<file path="src/hdl/apple1_map_pkg.sv">
// apple-1 memory map, bus widths and bus opcodes shared by decoder and slaves
package apple1_map_pkg;

    ////////////////////
    // bus widths

    localparam int ADDR_W = 16;                 // 6502 address space
    localparam int DATA_W = 8;                  // one byte per transfer

    typedef logic [ADDR_W-1:0] addr_t;          // one bus address
    typedef logic [DATA_W-1:0] data_t;          // one bus byte

    ////////////////////
    // bus opcodes

    // stands in for the cpu write-enable line
    typedef enum logic {
        BUS_READ  = 1'b0,
        BUS_WRITE = 1'b1
    } bus_op_e;

    ////////////////////
    // address map

    // upper bits that have to be zero for a ram hit
    // the decoder shifts this mask past the ram depth, so 13 bits gives 0x0000..0x1fff
    localparam addr_t RAM_BASE_BITS = 16'hFFFF;

    // terminal adapter window, four bytes at 0xd010..0xd013
    localparam addr_t PIA_BASE = 16'hD010;

    // floating data bus on the real board reads as all ones
    localparam data_t UNMAPPED_DATA = 8'hFF;

endpackage
</file>
<file path="src/hdl/mem_bus_if.sv">
// one decoded slave port between the bus decoder and a memory-mapped slave
`timescale 1ns/1ps

interface mem_bus_if import apple1_map_pkg::*; ();

    logic  sel;                                 // chip select, one accepted request
    logic  we;                                  // write strobe, valid with sel
    addr_t addr;                                // full bus address
    data_t wdata;                               // write byte
    data_t rdata;                               // read byte, valid one cycle after sel

    // decoder side
    modport master (
        output sel,
        output we,
        output addr,
        output wdata,
        input  rdata
    );

    // ram and terminal side
    modport slave (
        input  sel,
        input  we,
        input  addr,
        input  wdata,
        output rdata
    );

endinterface

</file>
<file path="src/hdl/bus_decoder.sv">
// address decoder with chip selects and the registered read-data return path
`timescale 1ns/1ps

module bus_decoder import apple1_map_pkg::*; #(
    parameter int RAM_ADDR_BITS = 13            // ram depth in address bits
) (
    input  logic    clk25,                      // 25 MHz master clock
    input  logic    rst_n,

    // cpu-side request
    input  logic    req_valid,
    output logic    req_ready,
    input  bus_op_e req_op,
    input  addr_t   req_addr,
    input  data_t   req_wdata,

    // cpu-side response
    output logic    rsp_valid,
    output data_t   rsp_rdata,

    // decoded slaves
    mem_bus_if.master ram_bus,
    mem_bus_if.master pia_bus
);

    ////////////////////
    // address decoding

    localparam addr_t RAM_MASK = addr_t'(RAM_BASE_BITS << RAM_ADDR_BITS);

    logic ready_q;                              // comes up one edge after reset
    logic accept;                               // request taken this edge
    logic is_read;
    logic ram_cs;                               // 0x0000 -> top of ram
    logic pia_cs;                               // 0xD010 -> 0xD013

    assign ram_cs  = (req_addr & RAM_MASK) == '0;
    assign pia_cs  = req_addr[ADDR_W-1:2] == PIA_BASE[ADDR_W-1:2];
    assign accept  = req_valid & ready_q;
    assign is_read = req_op == BUS_READ;

    assign req_ready = ready_q;

    // requests go straight through in the accept cycle
    assign ram_bus.sel   = accept & ram_cs;
    assign ram_bus.we    = req_op == BUS_WRITE;
    assign ram_bus.addr  = req_addr;
    assign ram_bus.wdata = req_wdata;

    assign pia_bus.sel   = accept & pia_cs;
    assign pia_bus.we    = req_op == BUS_WRITE;
    assign pia_bus.addr  = req_addr;
    assign pia_bus.wdata = req_wdata;

    ////////////////////
    // response tracking

    logic rsp_q;                                // read accepted last edge
    logic rd_ram_q;                             // ...and it hit ram
    logic rd_pia_q;                             // ...and it hit the terminal

    always_ff @(posedge clk25 or negedge rst_n) begin
        if (!rst_n) begin
            ready_q  <= 1'b0;
            rsp_q    <= 1'b0;
            rd_ram_q <= 1'b0;
            rd_pia_q <= 1'b0;
        end else begin
            ready_q  <= 1'b1;                   // every slave answers in fixed time
            rsp_q    <= accept & is_read;       // writes get no response
            rd_ram_q <= accept & is_read & ram_cs;
            rd_pia_q <= accept & is_read & pia_cs;
        end
    end

    assign rsp_valid = rsp_q;

    // selected slave to cpu, all ones when nothing was selected
    assign rsp_rdata = rd_ram_q ? ram_bus.rdata :
                       rd_pia_q ? pia_bus.rdata :
                       UNMAPPED_DATA;

endmodule

</file>
<file path="src/flat_wrapper.sv">
// flat-port wrapper written by rule: the top's interface ports become plain ports
module bus_decoder_flat import apple1_map_pkg::*;
#(
    parameter int RAM_ADDR_BITS = 13                                        
)
  (clk25, rst_n, req_valid, req_ready, req_op, req_addr, req_wdata, rsp_valid, rsp_rdata, ram_bus_sel, ram_bus_we, ram_bus_addr, ram_bus_wdata, ram_bus_rdata, pia_bus_sel, pia_bus_we, pia_bus_addr, pia_bus_wdata, pia_bus_rdata);
  mem_bus_if ram_bus_i ();
  mem_bus_if pia_bus_i ();
  input  logic clk25;
  input  logic rst_n;
  input  logic req_valid;
  output logic req_ready;
  input  bus_op_e req_op;
  input  addr_t req_addr;
  input  data_t req_wdata;
  output logic rsp_valid;
  output data_t rsp_rdata;
  output wire logic [$bits(ram_bus_i.sel)-1:0] ram_bus_sel;
  output wire logic [$bits(ram_bus_i.we)-1:0] ram_bus_we;
  output wire logic [$bits(ram_bus_i.addr)-1:0] ram_bus_addr;
  output wire logic [$bits(ram_bus_i.wdata)-1:0] ram_bus_wdata;
  input wire logic [$bits(ram_bus_i.rdata)-1:0] ram_bus_rdata;
  output wire logic [$bits(pia_bus_i.sel)-1:0] pia_bus_sel;
  output wire logic [$bits(pia_bus_i.we)-1:0] pia_bus_we;
  output wire logic [$bits(pia_bus_i.addr)-1:0] pia_bus_addr;
  output wire logic [$bits(pia_bus_i.wdata)-1:0] pia_bus_wdata;
  input wire logic [$bits(pia_bus_i.rdata)-1:0] pia_bus_rdata;
  assign ram_bus_sel = ram_bus_i.sel;
  assign ram_bus_we = ram_bus_i.we;
  assign ram_bus_addr = ram_bus_i.addr;
  assign ram_bus_wdata = ram_bus_i.wdata;
  assign ram_bus_i.rdata = ram_bus_rdata;
  assign pia_bus_sel = pia_bus_i.sel;
  assign pia_bus_we = pia_bus_i.we;
  assign pia_bus_addr = pia_bus_i.addr;
  assign pia_bus_wdata = pia_bus_i.wdata;
  assign pia_bus_i.rdata = pia_bus_rdata;
  bus_decoder #(.RAM_ADDR_BITS(RAM_ADDR_BITS)) u_core (.clk25(clk25), .rst_n(rst_n), .req_valid(req_valid), .req_ready(req_ready), .req_op(req_op), .req_addr(req_addr), .req_wdata(req_wdata), .rsp_valid(rsp_valid), .rsp_rdata(rsp_rdata), .ram_bus(ram_bus_i), .pia_bus(pia_bus_i));
endmodule
</file>
<file path="config.mk">
export PLATFORM = sky130hd
export DESIGN_NAME = bus_decoder_flat
export DESIGN_NICKNAME = d
export VERILOG_FILES = /design/src/hdl/apple1_map_pkg.sv /design/src/hdl/mem_bus_if.sv /design/src/hdl/bus_decoder.sv /design/src/flat_wrapper.sv
export SDC_FILE = /design/constraint.sdc
export NUM_CORES = 1
export LEC_CHECK = 0
export ABC_AREA = 1
export BUFFER_PORTS_ARGS = -buffer_cell sky130_fd_sc_hd__buf_4
export CORE_MARGIN = 5
export CORE_UTILIZATION = 31
export CTS_CLUSTER_DIAMETER = 60
export DETAILED_ROUTE_END_ITERATION = 10
export PLACE_DENSITY = 0.88
export SETUP_SLACK_MARGIN = 0.02
export SLEW_MARGIN = 10
export SYNTH_ARGS = -nofsm -noshare
export SYNTH_HDL_FRONTEND = slang
export SYNTH_SLANG_ARGS = --single-unit
</file>
<file path="constraint.sdc">
create_clock -name clk25 -period 1.2 [get_ports clk25]
set_input_delay 0.12 -clock clk25 [delete_from_list [all_inputs] [get_ports clk25]]
set_output_delay 0.12 -clock clk25 [all_outputs]
set_load 0.01 [all_outputs]
</file>
* Word-level counts from Yosys, hierarchy flattened
Index checks and enable logic that the tools add are counted.
Storage, ports and cells: register bits after elaboration 4, input bits 44, output and inout port bits 62, word-level logic and storage cells 15
Cells by class: equality and inequality tests 1, muxes and demuxes 2, bitwise gates (word level) 7, reduce and logical (&&, ||, !) cells 1
Operators by type and width (number):
- $logic_not 16->1 | 1
- $mux 8 | 2
- $eq 14x14->1 const B | 1
- $and 1x1->1 | 6
- $not 1->1 | 1

* Logic depth before layout (Yosys ltp)
depth in word-level cells 3, mapped depth 6

* Worst setup path before layout
OpenSTA, ideal clock, no wires.
kind reg-to-output, start point reg u_core.rd_ram_q, end point out rsp_rdata[4], data arrival time 0.839 ns, data required time 1.080 ns, slack 0.241 ns, cell stages (with the launch flop) 3, buffers on the path 1, cells stage by stage dfrtp_1 > buf_6 > o21ai_0
On the way: word-level cells in the longest chain between the ends 1
Ends and longest elaborated chain:
- start, declared | line bus_decoder.sv:59 | logic rd_ram_q;
- start signal, assigned | line bus_decoder.sv:71 | rd_ram_q <= accept & is_read & ram_cs;
- $mux 8 | line bus_decoder.sv:79 | assign rsp_rdata = rd_ram_q ? ram_bus.rdata :
- end, declared | line flat_wrapper.sv:17 | output data_t rsp_rdata;
No other way between the ends.

* Worst setup path in the final report
start point reg u_core.rd_ram_q, end point out rsp_rdata[3]
Same word-level chain as after synthesis.

==> reports/qor.csv <==
stage,metric,value,unit
outcome,status,"complete, no violations",
detailed_routing,DRT iter0 DRCs,11,
grt,Total Routing Usage GR,9.53,%
power_and_ir_drop,switch share,27.0,%
power_and_ir_drop,Switching Power,148,uW
synthesis,cell area after synthesis,692,um^2
detailed_routing,drt total wl,1760,um
worst_setup_path,crit path launch type,register,
place,input/output buffers,75,
finish,diode count,0,
timing,Pins Over Slew Limit,0,
timing,fin crit share,97.0,%
floorplan,Initial Util,31.9,%
floorplan,core area,2170,um^2
finish,"Core Util, Final",46.3,%
synthesis,syn_area_per_cell,6.47,um^2
worst_setup_path,Crit-path slowest cell,dfrtp_2,
power_and_ir_drop,total power,547,uW
timing,RSZ-0062 raised after global routing,true,
timing,Setup-failing EPs final,0,
synthesis,Yosys top cell area share,54.2,%
timing,Final Hold Fails,0,
timing,skew final,0.00142,ns
timing,Period minus WS final,1.16,ns
place,dpl hpwl,1490,um
worst_setup_path,worst path required time,1.08,ns
synthesis,Synth Register Bits,4,
timing,Final WS setup,0.0364,ns
synthesis,Synth Instances,107,
timing,Max Freq,859,MHz
power_and_ir_drop,Pint,400,uW
synthesis,Synth warnings,0,
finish,share of layout cells above drive strength 1,67.2,%
power_and_ir_drop,Pleak,0.528,nW
synthesis,library cells used by synthesis,8,
synthesis,syn_nets,151,
run,max cap viols,0,
detailed_routing,vias per cell,3.96,
grt,vias in the first global route,629,
detailed_routing,Antenna Nets Post-Route,0,
place,pre-CTS setup slack,0.175,ns
synthesis,leading area contributor after synthesis,buf_4,
finish,multi-input logic area,215,um^2
cts,total CTS buffers,3,
power_and_ir_drop,clock network power share,29.7,%
detailed_routing,Residual DRC,0,
cts,H-tree levels,1,
power_and_ir_drop,P per Cell Area,546,nW/um^2
worst_setup_path,Slowest Stage Delay on Critical Path,0.42,ns
floorplan,Die X,57.2,um
power_and_ir_drop,maximum vdd ir drop,0.207,mV
floorplan,number of top-level pins,106,
cts,clk_lat worst skew,0.23,ns
detailed_routing,iteration count of the initial detailed-routing pass,3,
cts,clk buf depth,2,
cts,CTS Root Cell,clkbuf_4,
cts,clock sink total,4,
finish,Final nets,183,
finish,fillers,228,
worst_setup_path,crit end category,output port,
min_path,worst hold path type,input port to register,
worst_setup_path,"Arr. time, crit path",1.04,ns
place,global placer's final weighted congestion,0.670,
cts,Worst-path clk slew,0.04,ns
synthesis,register area share after synthesis,14.5,%
detailed_routing,routed vias,654,
floorplan,die height,57.2,um
detailed_routing,WL/cell,10.6,um
grt,pin count of the biggest net entering global routing,17,
worst_setup_path,Worst Setup Path Type,register to output port,
finish,Area Growth Syn to Fin,45.0,%
worst_setup_path,crit-path max FO,8,
power_and_ir_drop,Seq pwr share,25.7,%
grt,first-pass GRT wire length,2490,um
finish,Reg area,101,um^2
grt,initial antenna violation count,0,
cts,CTS tree,yes,
floorplan,# rows,17,
floorplan,Die ar.,3280,um^2
worst_setup_path,CP Cell Sequence,buf_12 -> o21ai_1 -> buf_4,
power_and_ir_drop,Gate power share,44.6,%
synthesis,top post-synthesis cells by area,"buf_4 54%, dfrtp_1 14%, nor2_1 12%",
grt,GRT Residual Overflow,0,
## placed cells by master (no fill, tap or decap), types with 2 or more instances in the layout
master    count
buf_4        75
clkbuf_4      3
dfrtp_1       3
inv_1         5
nand2_1      13
nand2_2       2
nor2_1       20
nor2_2        2
o21ai_1       2
o21ai_2       6
## per-stage QoR
step                      hold WS, ns  TNS (ns)  cell area (um^2)  cells
after floorplan                -0.176         0               692    107
after global placement        -0.0825         0               903    159
after detailed placement      -0.0829         0               903    159
after CTS                      0.0665         0               937    163
after global routing           0.0716    -0.104              1000    165
final                          0.0723         0              1000    165
## cell type report
class	instances	share of cell area (%)
clock buffer	3	2.24
inverter	6	2.49
multi-input combinational	46	21.4
sequential	4	10.1
tap	28	3.49
timing repair buffer	78	60.2
## layer usage
layer	routed length [um]	GRT usage, %
met5	0	0
met3	248	2.94
met2	909	16.3
met4	28	7.62
met1	568	9.45
## synthesized netlist by cell type
master / number
conb_1: 1
nor2_1: 22
inv_1: 6
nand2_1: 15
dfrtp_1: 4
buf_6: 1
o21ai_0: 8
buf_4: 50
## critical path, delay by kind of cell, from the launching register on
| family | cells | cell delay, ns |
|---|---|---|
| DFF | 1 | 0.42 |
| AOI/OAI and AO/OA | 1 | 0.12 |
| buffers and inverters | 2 | 0.27 |
## power groups by stage
stage | clock network [mW] | logic (mW) | registers, mW
floorplan | 0 | 0.191 | 0.144
global placement | 0 | 0.236 | 0.143
detailed placement | 0 | 0.239 | 0.143
CTS | 0.172 | 0.243 | 0.141
global route | 0.193 | 0.267 | 0.141
finish | 0.163 | 0.244 | 0.141
## timing repair
item                                    4_1_cts  5_1_grt
endpoints found under the setup margin        8        8
hold buffers                                  1        0
pin swaps                                     0        3
hold endpoints to repair                      4        0
buffers inserted                              0        2
resized for setup                             5       19
## flip-flops by register name (all words and copies together), names as in the netlist
signal	count
u_core.req_ready	1
u_core.rsp_valid	1
u_core.rd_ram_q	1
u_core.rd_pia_q	1
## cells by family after synthesis
kind of cell	share of synthesized area, %
and+or+nand+nor	20.1
other	0.542
DFF	14.5
AOI/OAI and AO/OA	5.79
buffers and inverters	59.1
## worst paths after layout
| check | from | end | slack (ns) | cells past startpoint |
|---|---|---|---|---|
| setup / recovery | u_core.rd_ram_q$_DFF_PN0_ | rsp_rdata[3] | 0.04 | 3 |
| hold / removal | req_op | u_core.rsp_valid$_DFF_PN0_ | 0.07 | 2 |
| setup reg to reg | u_core.req_ready$_DFF_PN0_ | u_core.rd_pia_q$_DFF_PN0_ | 0.41 | 4 |
| hold reg to reg | u_core.req_ready$_DFF_PN0_ | u_core.rsp_valid$_DFF_PN0_ | 0.59 | 2 |
| max in group asynchronous | rst_n | u_core.rd_ram_q$_DFF_PN0_ | 0.87 | 2 |
| min in group asynchronous | rst_n | u_core.req_ready$_DFF_PN0_ | 0.23 | 2 |
(Power assumes the default switching activity.)
