<file path="config.mk">
export PLATFORM = sky130hd
export DESIGN_NAME = pia_terminal_flat
export DESIGN_NICKNAME = d
export VERILOG_FILES = /design/src/hdl/pia_pkg.sv /design/src/hdl/apple1_map_pkg.sv /design/src/hdl/mem_bus_if.sv /design/src/hdl/pia_terminal.sv /design/src/flat_wrapper.sv
export SDC_FILE = /design/constraint.sdc
export NUM_CORES = 1
export LEC_CHECK = 0
export CAP_MARGIN = 15
export CORE_UTILIZATION = 30
export CTS_CLUSTER_DIAMETER = 40
export DETAILED_ROUTE_END_ITERATION = 8
export DONT_BUFFER_PORTS = 1
export PLACE_DENSITY = 0.47
export SLEW_MARGIN = 20
export SYNTH_ARGS = -nofsm -noshare
export SYNTH_HDL_FRONTEND = slang
export SYNTH_SLANG_ARGS = --single-unit
</file>
<file path="constraint.sdc">
create_clock -name clk25 -period 1.5 [get_ports clk25]
set_clock_uncertainty 0.05 [all_clocks]
set_input_delay 0.075 -clock clk25 [delete_from_list [all_inputs] [get_ports clk25]]
set_output_delay 0.075 -clock clk25 [all_outputs]
set_load 0.1 [all_outputs]
</file>
<file path="src/hdl/pia_pkg.sv">
// register map of the keyboard/display terminal adapter (apple-1 pia layout)
package pia_pkg;

    ////////////////////
    // register select

    localparam int PIA_SEL_W = 2;               // low address bits into the window

    // same order as the 6821 on the apple-1 board
    typedef enum logic [PIA_SEL_W-1:0] {
        KBD   = 2'd0,                           // keyboard character
        KBDCR = 2'd1,                           // keyboard control, pending flag
        DSP   = 2'd2,                           // display character, busy flag
        DSPCR = 2'd3                            // display control, reads zero
    } pia_reg_e;

    ////////////////////
    // status flags

    // ready/busy flag position in every status read
    // wozmon tests it with BIT/BMI so it has to be the sign bit
    localparam int STATUS_BIT = 7;

endpackage

</file>
<file path="src/hdl/apple1_map_pkg.sv">
// apple-1 memory map, bus widths and bus opcodes shared by decoder and slaves
package apple1_map_pkg;

    ////////////////////
    // bus widths

    localparam int ADDR_W = 16;                 // 6502 address space
    localparam int DATA_W = 8;                  // one byte per transfer

    typedef logic [ADDR_W-1:0] addr_t;          // one bus address
    typedef logic [DATA_W-1:0] data_t;          // one bus byte

    ////////////////////
    // bus opcodes

    // stands in for the cpu write-enable line
    typedef enum logic {
        BUS_READ  = 1'b0,
        BUS_WRITE = 1'b1
    } bus_op_e;

    ////////////////////
    // address map

    // upper bits that have to be zero for a ram hit
    // the decoder shifts this mask past the ram depth, so 13 bits gives 0x0000..0x1fff
    localparam addr_t RAM_BASE_BITS = 16'hFFFF;

    // terminal adapter window, four bytes at 0xd010..0xd013
    localparam addr_t PIA_BASE = 16'hD010;

    // floating data bus on the real board reads as all ones
    localparam data_t UNMAPPED_DATA = 8'hFF;

endpackage
</file>
<file path="src/hdl/mem_bus_if.sv">
// one decoded slave port between the bus decoder and a memory-mapped slave
`timescale 1ns/1ps

interface mem_bus_if import apple1_map_pkg::*; ();

    logic  sel;                                 // chip select, one accepted request
    logic  we;                                  // write strobe, valid with sel
    addr_t addr;                                // full bus address
    data_t wdata;                               // write byte
    data_t rdata;                               // read byte, valid one cycle after sel

    // decoder side
    modport master (
        output sel,
        output we,
        output addr,
        output wdata,
        input  rdata
    );

    // ram and terminal side
    modport slave (
        input  sel,
        input  we,
        input  addr,
        input  wdata,
        output rdata
    );

endinterface

</file>
<file path="src/hdl/pia_terminal.sv">
// keyboard and display registers of the terminal adapter with their byte streams
`timescale 1ns/1ps

module pia_terminal import apple1_map_pkg::*; import pia_pkg::*; (
    input  logic  clk25,                        // 25 MHz master clock
    input  logic  rst_n,

    mem_bus_if.slave bus,                       // decoded 0xD010 window

    // keyboard stream in
    input  logic  key_valid,
    output logic  key_ready,
    input  data_t key_data,

    // display stream out
    output logic  dsp_valid,
    input  logic  dsp_ready,
    output data_t dsp_data
);

    ////////////////////
    // register access

    pia_reg_e reg_sel;
    logic     rd_acc;                           // read accepted this edge
    logic     wr_acc;                           // write accepted this edge

    assign reg_sel = pia_reg_e'(bus.addr[PIA_SEL_W-1:0]);
    assign rd_acc  = bus.sel & ~bus.we;
    assign wr_acc  = bus.sel & bus.we;

    ////////////////////
    // keyboard side

    data_t kbd_q;                               // last character taken
    logic  kbd_pend_q;                          // character waiting for the cpu
    logic  key_take;
    logic  kbd_clear;

    assign key_ready = ~kbd_pend_q;             // one character deep
    assign key_take  = key_valid & key_ready;
    assign kbd_clear = rd_acc & (reg_sel == KBD);

    always_ff @(posedge clk25 or negedge rst_n) begin
        if (!rst_n) begin
            kbd_pend_q <= 1'b0;
        end else if (key_take) begin
            kbd_pend_q <= 1'b1;                 // only possible while nothing pending
        end else if (kbd_clear) begin
            kbd_pend_q <= 1'b0;                 // reading KBD acknowledges the key
        end
    end

    always_ff @(posedge clk25) begin
        if (key_take) begin
            kbd_q <= key_data;
        end
    end

    ////////////////////
    // display side

    data_t dsp_q;                               // character on its way out
    logic  dsp_busy_q;
    logic  dsp_load;

    // a write while busy is dropped, software polls bit 7 first
    assign dsp_load = wr_acc & (reg_sel == DSP) & ~dsp_busy_q;

    always_ff @(posedge clk25 or negedge rst_n) begin
        if (!rst_n) begin
            dsp_busy_q <= 1'b0;
        end else if (dsp_load) begin
            dsp_busy_q <= 1'b1;
        end else if (dsp_ready) begin
            dsp_busy_q <= 1'b0;                 // sink took the character
        end
    end

    always_ff @(posedge clk25) begin
        if (dsp_load) begin
            dsp_q <= bus.wdata;                 // held until the handshake completes
        end
    end

    assign dsp_valid = dsp_busy_q;
    assign dsp_data  = dsp_q;

    ////////////////////
    // read data

    data_t rd_val;
    data_t rdata_q;

    always_comb begin
        rd_val = '0;                            // unused bits and DSPCR read zero
        case (reg_sel)
            KBD: begin
                rd_val             = kbd_q;
                rd_val[STATUS_BIT] = 1'b1;      // apple-1 ascii has bit 7 set
            end
            KBDCR:   rd_val[STATUS_BIT] = kbd_pend_q;
            DSP:     rd_val[STATUS_BIT] = dsp_busy_q;
            default: rd_val = '0;
        endcase
    end

    always_ff @(posedge clk25) begin
        if (rd_acc) begin
            rdata_q <= rd_val;                  // one cycle read latency
        end
    end

    assign bus.rdata = rdata_q;

endmodule

</file>
<file path="src/flat_wrapper.sv">
// flat-port wrapper written by rule: the top's interface ports become plain ports
module pia_terminal_flat import apple1_map_pkg::*; import pia_pkg::*;
  (clk25, rst_n, key_valid, key_ready, key_data, dsp_valid, dsp_ready, dsp_data, bus_sel, bus_we, bus_addr, bus_wdata, bus_rdata);
  mem_bus_if bus_i ();
  input  logic clk25;
  input  logic rst_n;
  input  logic key_valid;
  output logic key_ready;
  input  data_t key_data;
  output logic dsp_valid;
  input  logic dsp_ready;
  output data_t dsp_data;
  input wire logic [$bits(bus_i.sel)-1:0] bus_sel;
  input wire logic [$bits(bus_i.we)-1:0] bus_we;
  input wire logic [$bits(bus_i.addr)-1:0] bus_addr;
  input wire logic [$bits(bus_i.wdata)-1:0] bus_wdata;
  output wire logic [$bits(bus_i.rdata)-1:0] bus_rdata;
  assign bus_i.sel = bus_sel;
  assign bus_i.we = bus_we;
  assign bus_i.addr = bus_addr;
  assign bus_i.wdata = bus_wdata;
  assign bus_rdata = bus_i.rdata;
  pia_terminal u_core (.clk25(clk25), .rst_n(rst_n), .bus(bus_i), .key_valid(key_valid), .key_ready(key_ready), .key_data(key_data), .dsp_valid(dsp_valid), .dsp_ready(dsp_ready), .dsp_data(dsp_data));
endmodule
</file>
Word level (Yosys, flattened, before mapping)
Cells that the tools add are included.
Word-level totals
  register bits after elaboration: 25
  latch bits: 0
  RAM bits: 0
  bits in read-only memories: 0
  output and inout bits: 18
  memories: 0
Cells by class
  add/subtract/negate cells: 0
  $mul: 0
  divide/modulo/power cells: 0
  order comparisons: 0
  equality and inequality tests: 2
  shifts and indexed selects: 0
  multiplexer cells: 5
  bitwise logic cells: 9
  reductions and logical operators: 3
Operators with widths (number)
  $and 1x1->1: 6
  $mux 1: 4
  $reduce_bool 2->1: 2
  $not 1->1: 3
  $pmux 1 s3: 1
  $eq 2x1->1 const B: 1
  $eq 2x2->1 const B: 1
  $logic_not 2->1: 1

Longest topological paths before layout
  word-level depth: 5
  mapped depth: 2
  depth with buffers taken out: 2

Worst setup path before layout
Ideal clock, no wire load.
  path kind: register to register
  start: register u_core.dsp_busy_q, in the netlist u_core.dsp_valid
  end: register u_core.dsp_q[0], in the netlist u_core.dsp_data[0] (enable)
  library setup time: 0.373 ns
  arrival: 1.293 ns
  slack: -0.216 ns
  cell stages (with the launch flop): 2
  period minus slack after synthesis: 1.716 ns
  cell sequence: dfrtp_1 -> nor2_1
On the way
  longest elaborated chain between the ends: 2
RTL lines
  from (decl): line pia_terminal.sv:64  | logic dsp_busy_q;
  from (signal assigned): line pia_terminal.sv:72  | dsp_busy_q <= 1'b0;
  from (signal assigned): line pia_terminal.sv:74  | dsp_busy_q <= 1'b1;
  from (signal assigned): line pia_terminal.sv:76  | dsp_busy_q <= 1'b0;
  $not 1->1: line pia_terminal.sv:68  | assign dsp_load = wr_acc & (reg_sel == DSP) & ~dsp_busy_q;
  $and 1x1->1: line pia_terminal.sv:68
  named net u_core.dsp_load: line pia_terminal.sv:65  | logic dsp_load;
  to (signal assigned): line pia_terminal.sv:82  | dsp_q <= bus.wdata;
  to (decl): line pia_terminal.sv:63  | data_t dsp_q;
The timed path passes the listed nets, and every way through them passes these cells.
A chain may end at the register's enable or synchronous reset.

Worst setup path in the final report
  start: register u_core.kbd_pend_q
  end: register u_core.kbd_pend_q
On the way
  longest elaborated chain between the ends: 3
  elaborated cells on any way between the ends: 4
RTL lines
  from (decl): line pia_terminal.sv:36  | logic kbd_pend_q;
  from (signal assigned): line pia_terminal.sv:46  | kbd_pend_q <= 1'b0;
  from (signal assigned): line pia_terminal.sv:48  | kbd_pend_q <= 1'b1;
  from (signal assigned): line pia_terminal.sv:50  | kbd_pend_q <= 1'b0;
  $not 1->1 *: line pia_terminal.sv:40  | assign key_ready = ~kbd_pend_q;
  $and 1x1->1 *: line pia_terminal.sv:41  | assign key_take = key_valid & key_ready;
  $mux 1 / $reduce_bool 2->1 (equally long branches)
Every way passes the cells marked *; elsewhere a longest branch is shown, timed or not.

==> impl_metrics.ini <==
[timing]
slew-limit-headroom = 0.813
setup_viol = 0
setup_tns_ns = 0
fin_crit_sh = 0.899
finalHoldViolCount = 0
fin_crit_ns = 1.35
drv_slew = 0
holdWs_ns = 0.0288
worstMarginPinSlew_ns = 0.282
grt_setup_unrepaired = false
fmax_mhz = 741

[finish]
fin_cells = 122
layout_common_cells = dlygate4sd3_1 (24), edfxtp_1 (23), buf_4 (21)
regArea_um2 = 742
multi_input_area_um2 = 111
synthToLayoutAreaGrowth_pct = 55.0
antenna_cells = 0
fin_nets = 131
drive_gt1_frac = 0.304
final_common_cell = dlygate4sd3_1
fillers = 223

[pwr]
switching_share = 0.255
clkPwrFrac = 0.220
power_density_mw_per_mm2 = 974
seqPwrFrac = 0.615
leakagePower_nw = 0.497
switchingPower_mw = 0.328
p_int_mw = 0.960
peakVddDrop_uv = 497
p_comb_frac = 0.165

[synth]
synthDistinctLibCells = 12
synth_top_area_frac = 0.809
synth_nets = 81
syn_inst = 43
yosys.area.top_type = edfxtp_1
netlist_area_um2 = 853
ys_ff_latch = 25
avgSynthCellArea_um2 = 19.8
synth_sequential_area_ratio = 0.868
synth.yosys.warnings = 0
synthTopCellsByArea = edfxtp_1 (81%), dfrtp_1 (5.9%), and2_1 (5.1%)

[clock_network]
clkLatencyLatePin_ns = 0.30
clock_path_buffers = 2
clkTransAtPathRegs_ns = 0.12
cts_made_buffers = 3
cts.sinks = 25
htreeDepth = 1
post-cts-setup-buffers = 0
cts_tree = built
root_buffer = clkbuf_4
cts_hold_buf = 24
cts.repair.resized = 0

[global_route]
grt-ovfl-total = 0
grt_pass1_wl_mm = 2.72
antenna_found_initial = 0
grt_use_total = 0.115
grt_max_degree = 14
grt_pass1_vias = 586

[floorplan]
dieArea_mm2 = 0.00306
rows = 18
start_util = 0.329
die-height_um = 55.3
dieWidth_um = 55.3
core_mm2 = 0.00259
ios = 56

[critical_path]
endpoint_kind = flip-flop
startpoint_type = flip-flop
worstPathArrival_ns = 1.54
cp_max_fo = 4
rrSetupSlack_ns = 0.15
cp_data_required_time_ns = 1.69
worst-setup-path-type = reg -> reg

[run_status]
status = completed

[job]
maxCapViolCount = 0

[detailed_routing]
firstDrtPassIters = 3
routed_wl_mm = 1.62
antenna_left = 0
wl_per_cell_um = 13.3
vias = 531
vias_per_cell = 4.35
drc = 0
initialDrtViolationCount = 4

[placed_design]
hpwl_mm = 1.13
placed_cells = 94
place_congestion = 0.707
numPortBuffers = 0

[min_path]
hold_path.class = in -> reg
==> synthesized netlist by cell type <==
cell type and count:
a22oi_1 1, dfrtp_1 2, nor2b_1 2, nand4b_1 1, a31oi_1 1, and2_1 7, inv_1 1, nor2_1 2
nand2b_1 1, mux2i_1 1, edfxtp_1 23, nor2_2 1
==> critical path, stage by stage (launching register included) <==
cell and delay (ns):
dfrtp_1 0.45, nor2_1 0.06, a31oi_1 0.15, dlygate4sd3_1 0.58
==> final cells by class <==
type                       count  share of cell area
timing repair buffer          45               0.301
inverter                       1             0.00568
clock buffer                   4              0.0199
sequential                    25               0.561
multi-input combinational     17              0.0842
tap                           30              0.0284
==> power by group through the flow <==
stage	logic, mW	registers (mW)	clock network (mW)
after detailed placement	0.162	0.808	0
after global placement	0.160	0.807	0
after floorplan	0.0326	0.904	0
final	0.213	0.792	0.283
after CTS	0.212	0.792	0.282
after global routing	0.223	0.794	0.316
==> layer usage <==
layer	wire length [µm]	track usage
met1	610	0.123
met2	850	0.207
met3	162	0.0468
met4	0	0.0321
met5	0	0
==> logic make-up (layout without fill, tap and decap cells) <==
logic type | count (synthesis) | count (layout) | share of synthesized area
multiplexers | 1 | 1 | 0.0117
AND/OR/NAND/NOR | 14 | 14 | 0.0997
flip-flops | 25 | 25 | 0.868
buffers and inverters | 1 | 50 | 0.00439
AO/OA/AOI/OAI | 2 | 2 | 0.0161
==> through the flow <==
stage / setup WS [ns] / power [mW] / utilization / cell area, µm²
detailed placement: 0.445 / 0.971 / 0.408 / 1060
CTS: 0.176 / 1.29 / 0.511 / 1320
global route: 0.0857 / 1.33 / 0.511 / 1320
finish: 0.151 / 1.29 / 0.511 / 1320
global placement: 0.462 / 0.967 / 0.408 / 1060
floorplan: 0.144 / 0.936 / - / 861
==> flip-flops by register name (all words and copies together), names as in the netlist <==
signal	flops
u_core.dsp_data	8
u_core.dsp_valid	1
u_core.bus.rdata	8
u_core.kbd_pend_q	1
u_core.kbd_q	7
==> worst paths after layout <==
path,startpoint,endpoint,cells after the start
min in group asynchronous,rst_n,u_core.dsp_valid$_DFFE_PN0P_,2
min reg2reg,u_core.kbd_q[5]$_DFFE_PP_,u_core.bus.rdata[5]$_SDFFCE_PN0P_,1
min,bus_addr[0],u_core.bus.rdata[7]$_DFFE_PP_,2
max reg2reg,u_core.kbd_pend_q$_DFFE_PN0P_,u_core.kbd_pend_q$_DFFE_PN0P_,3
max in group asynchronous,rst_n,u_core.dsp_valid$_DFFE_PN0P_,2
max,u_core.kbd_pend_q$_DFFE_PN0P_,u_core.kbd_pend_q$_DFFE_PN0P_,3
(Power assumes the default switching activity.)
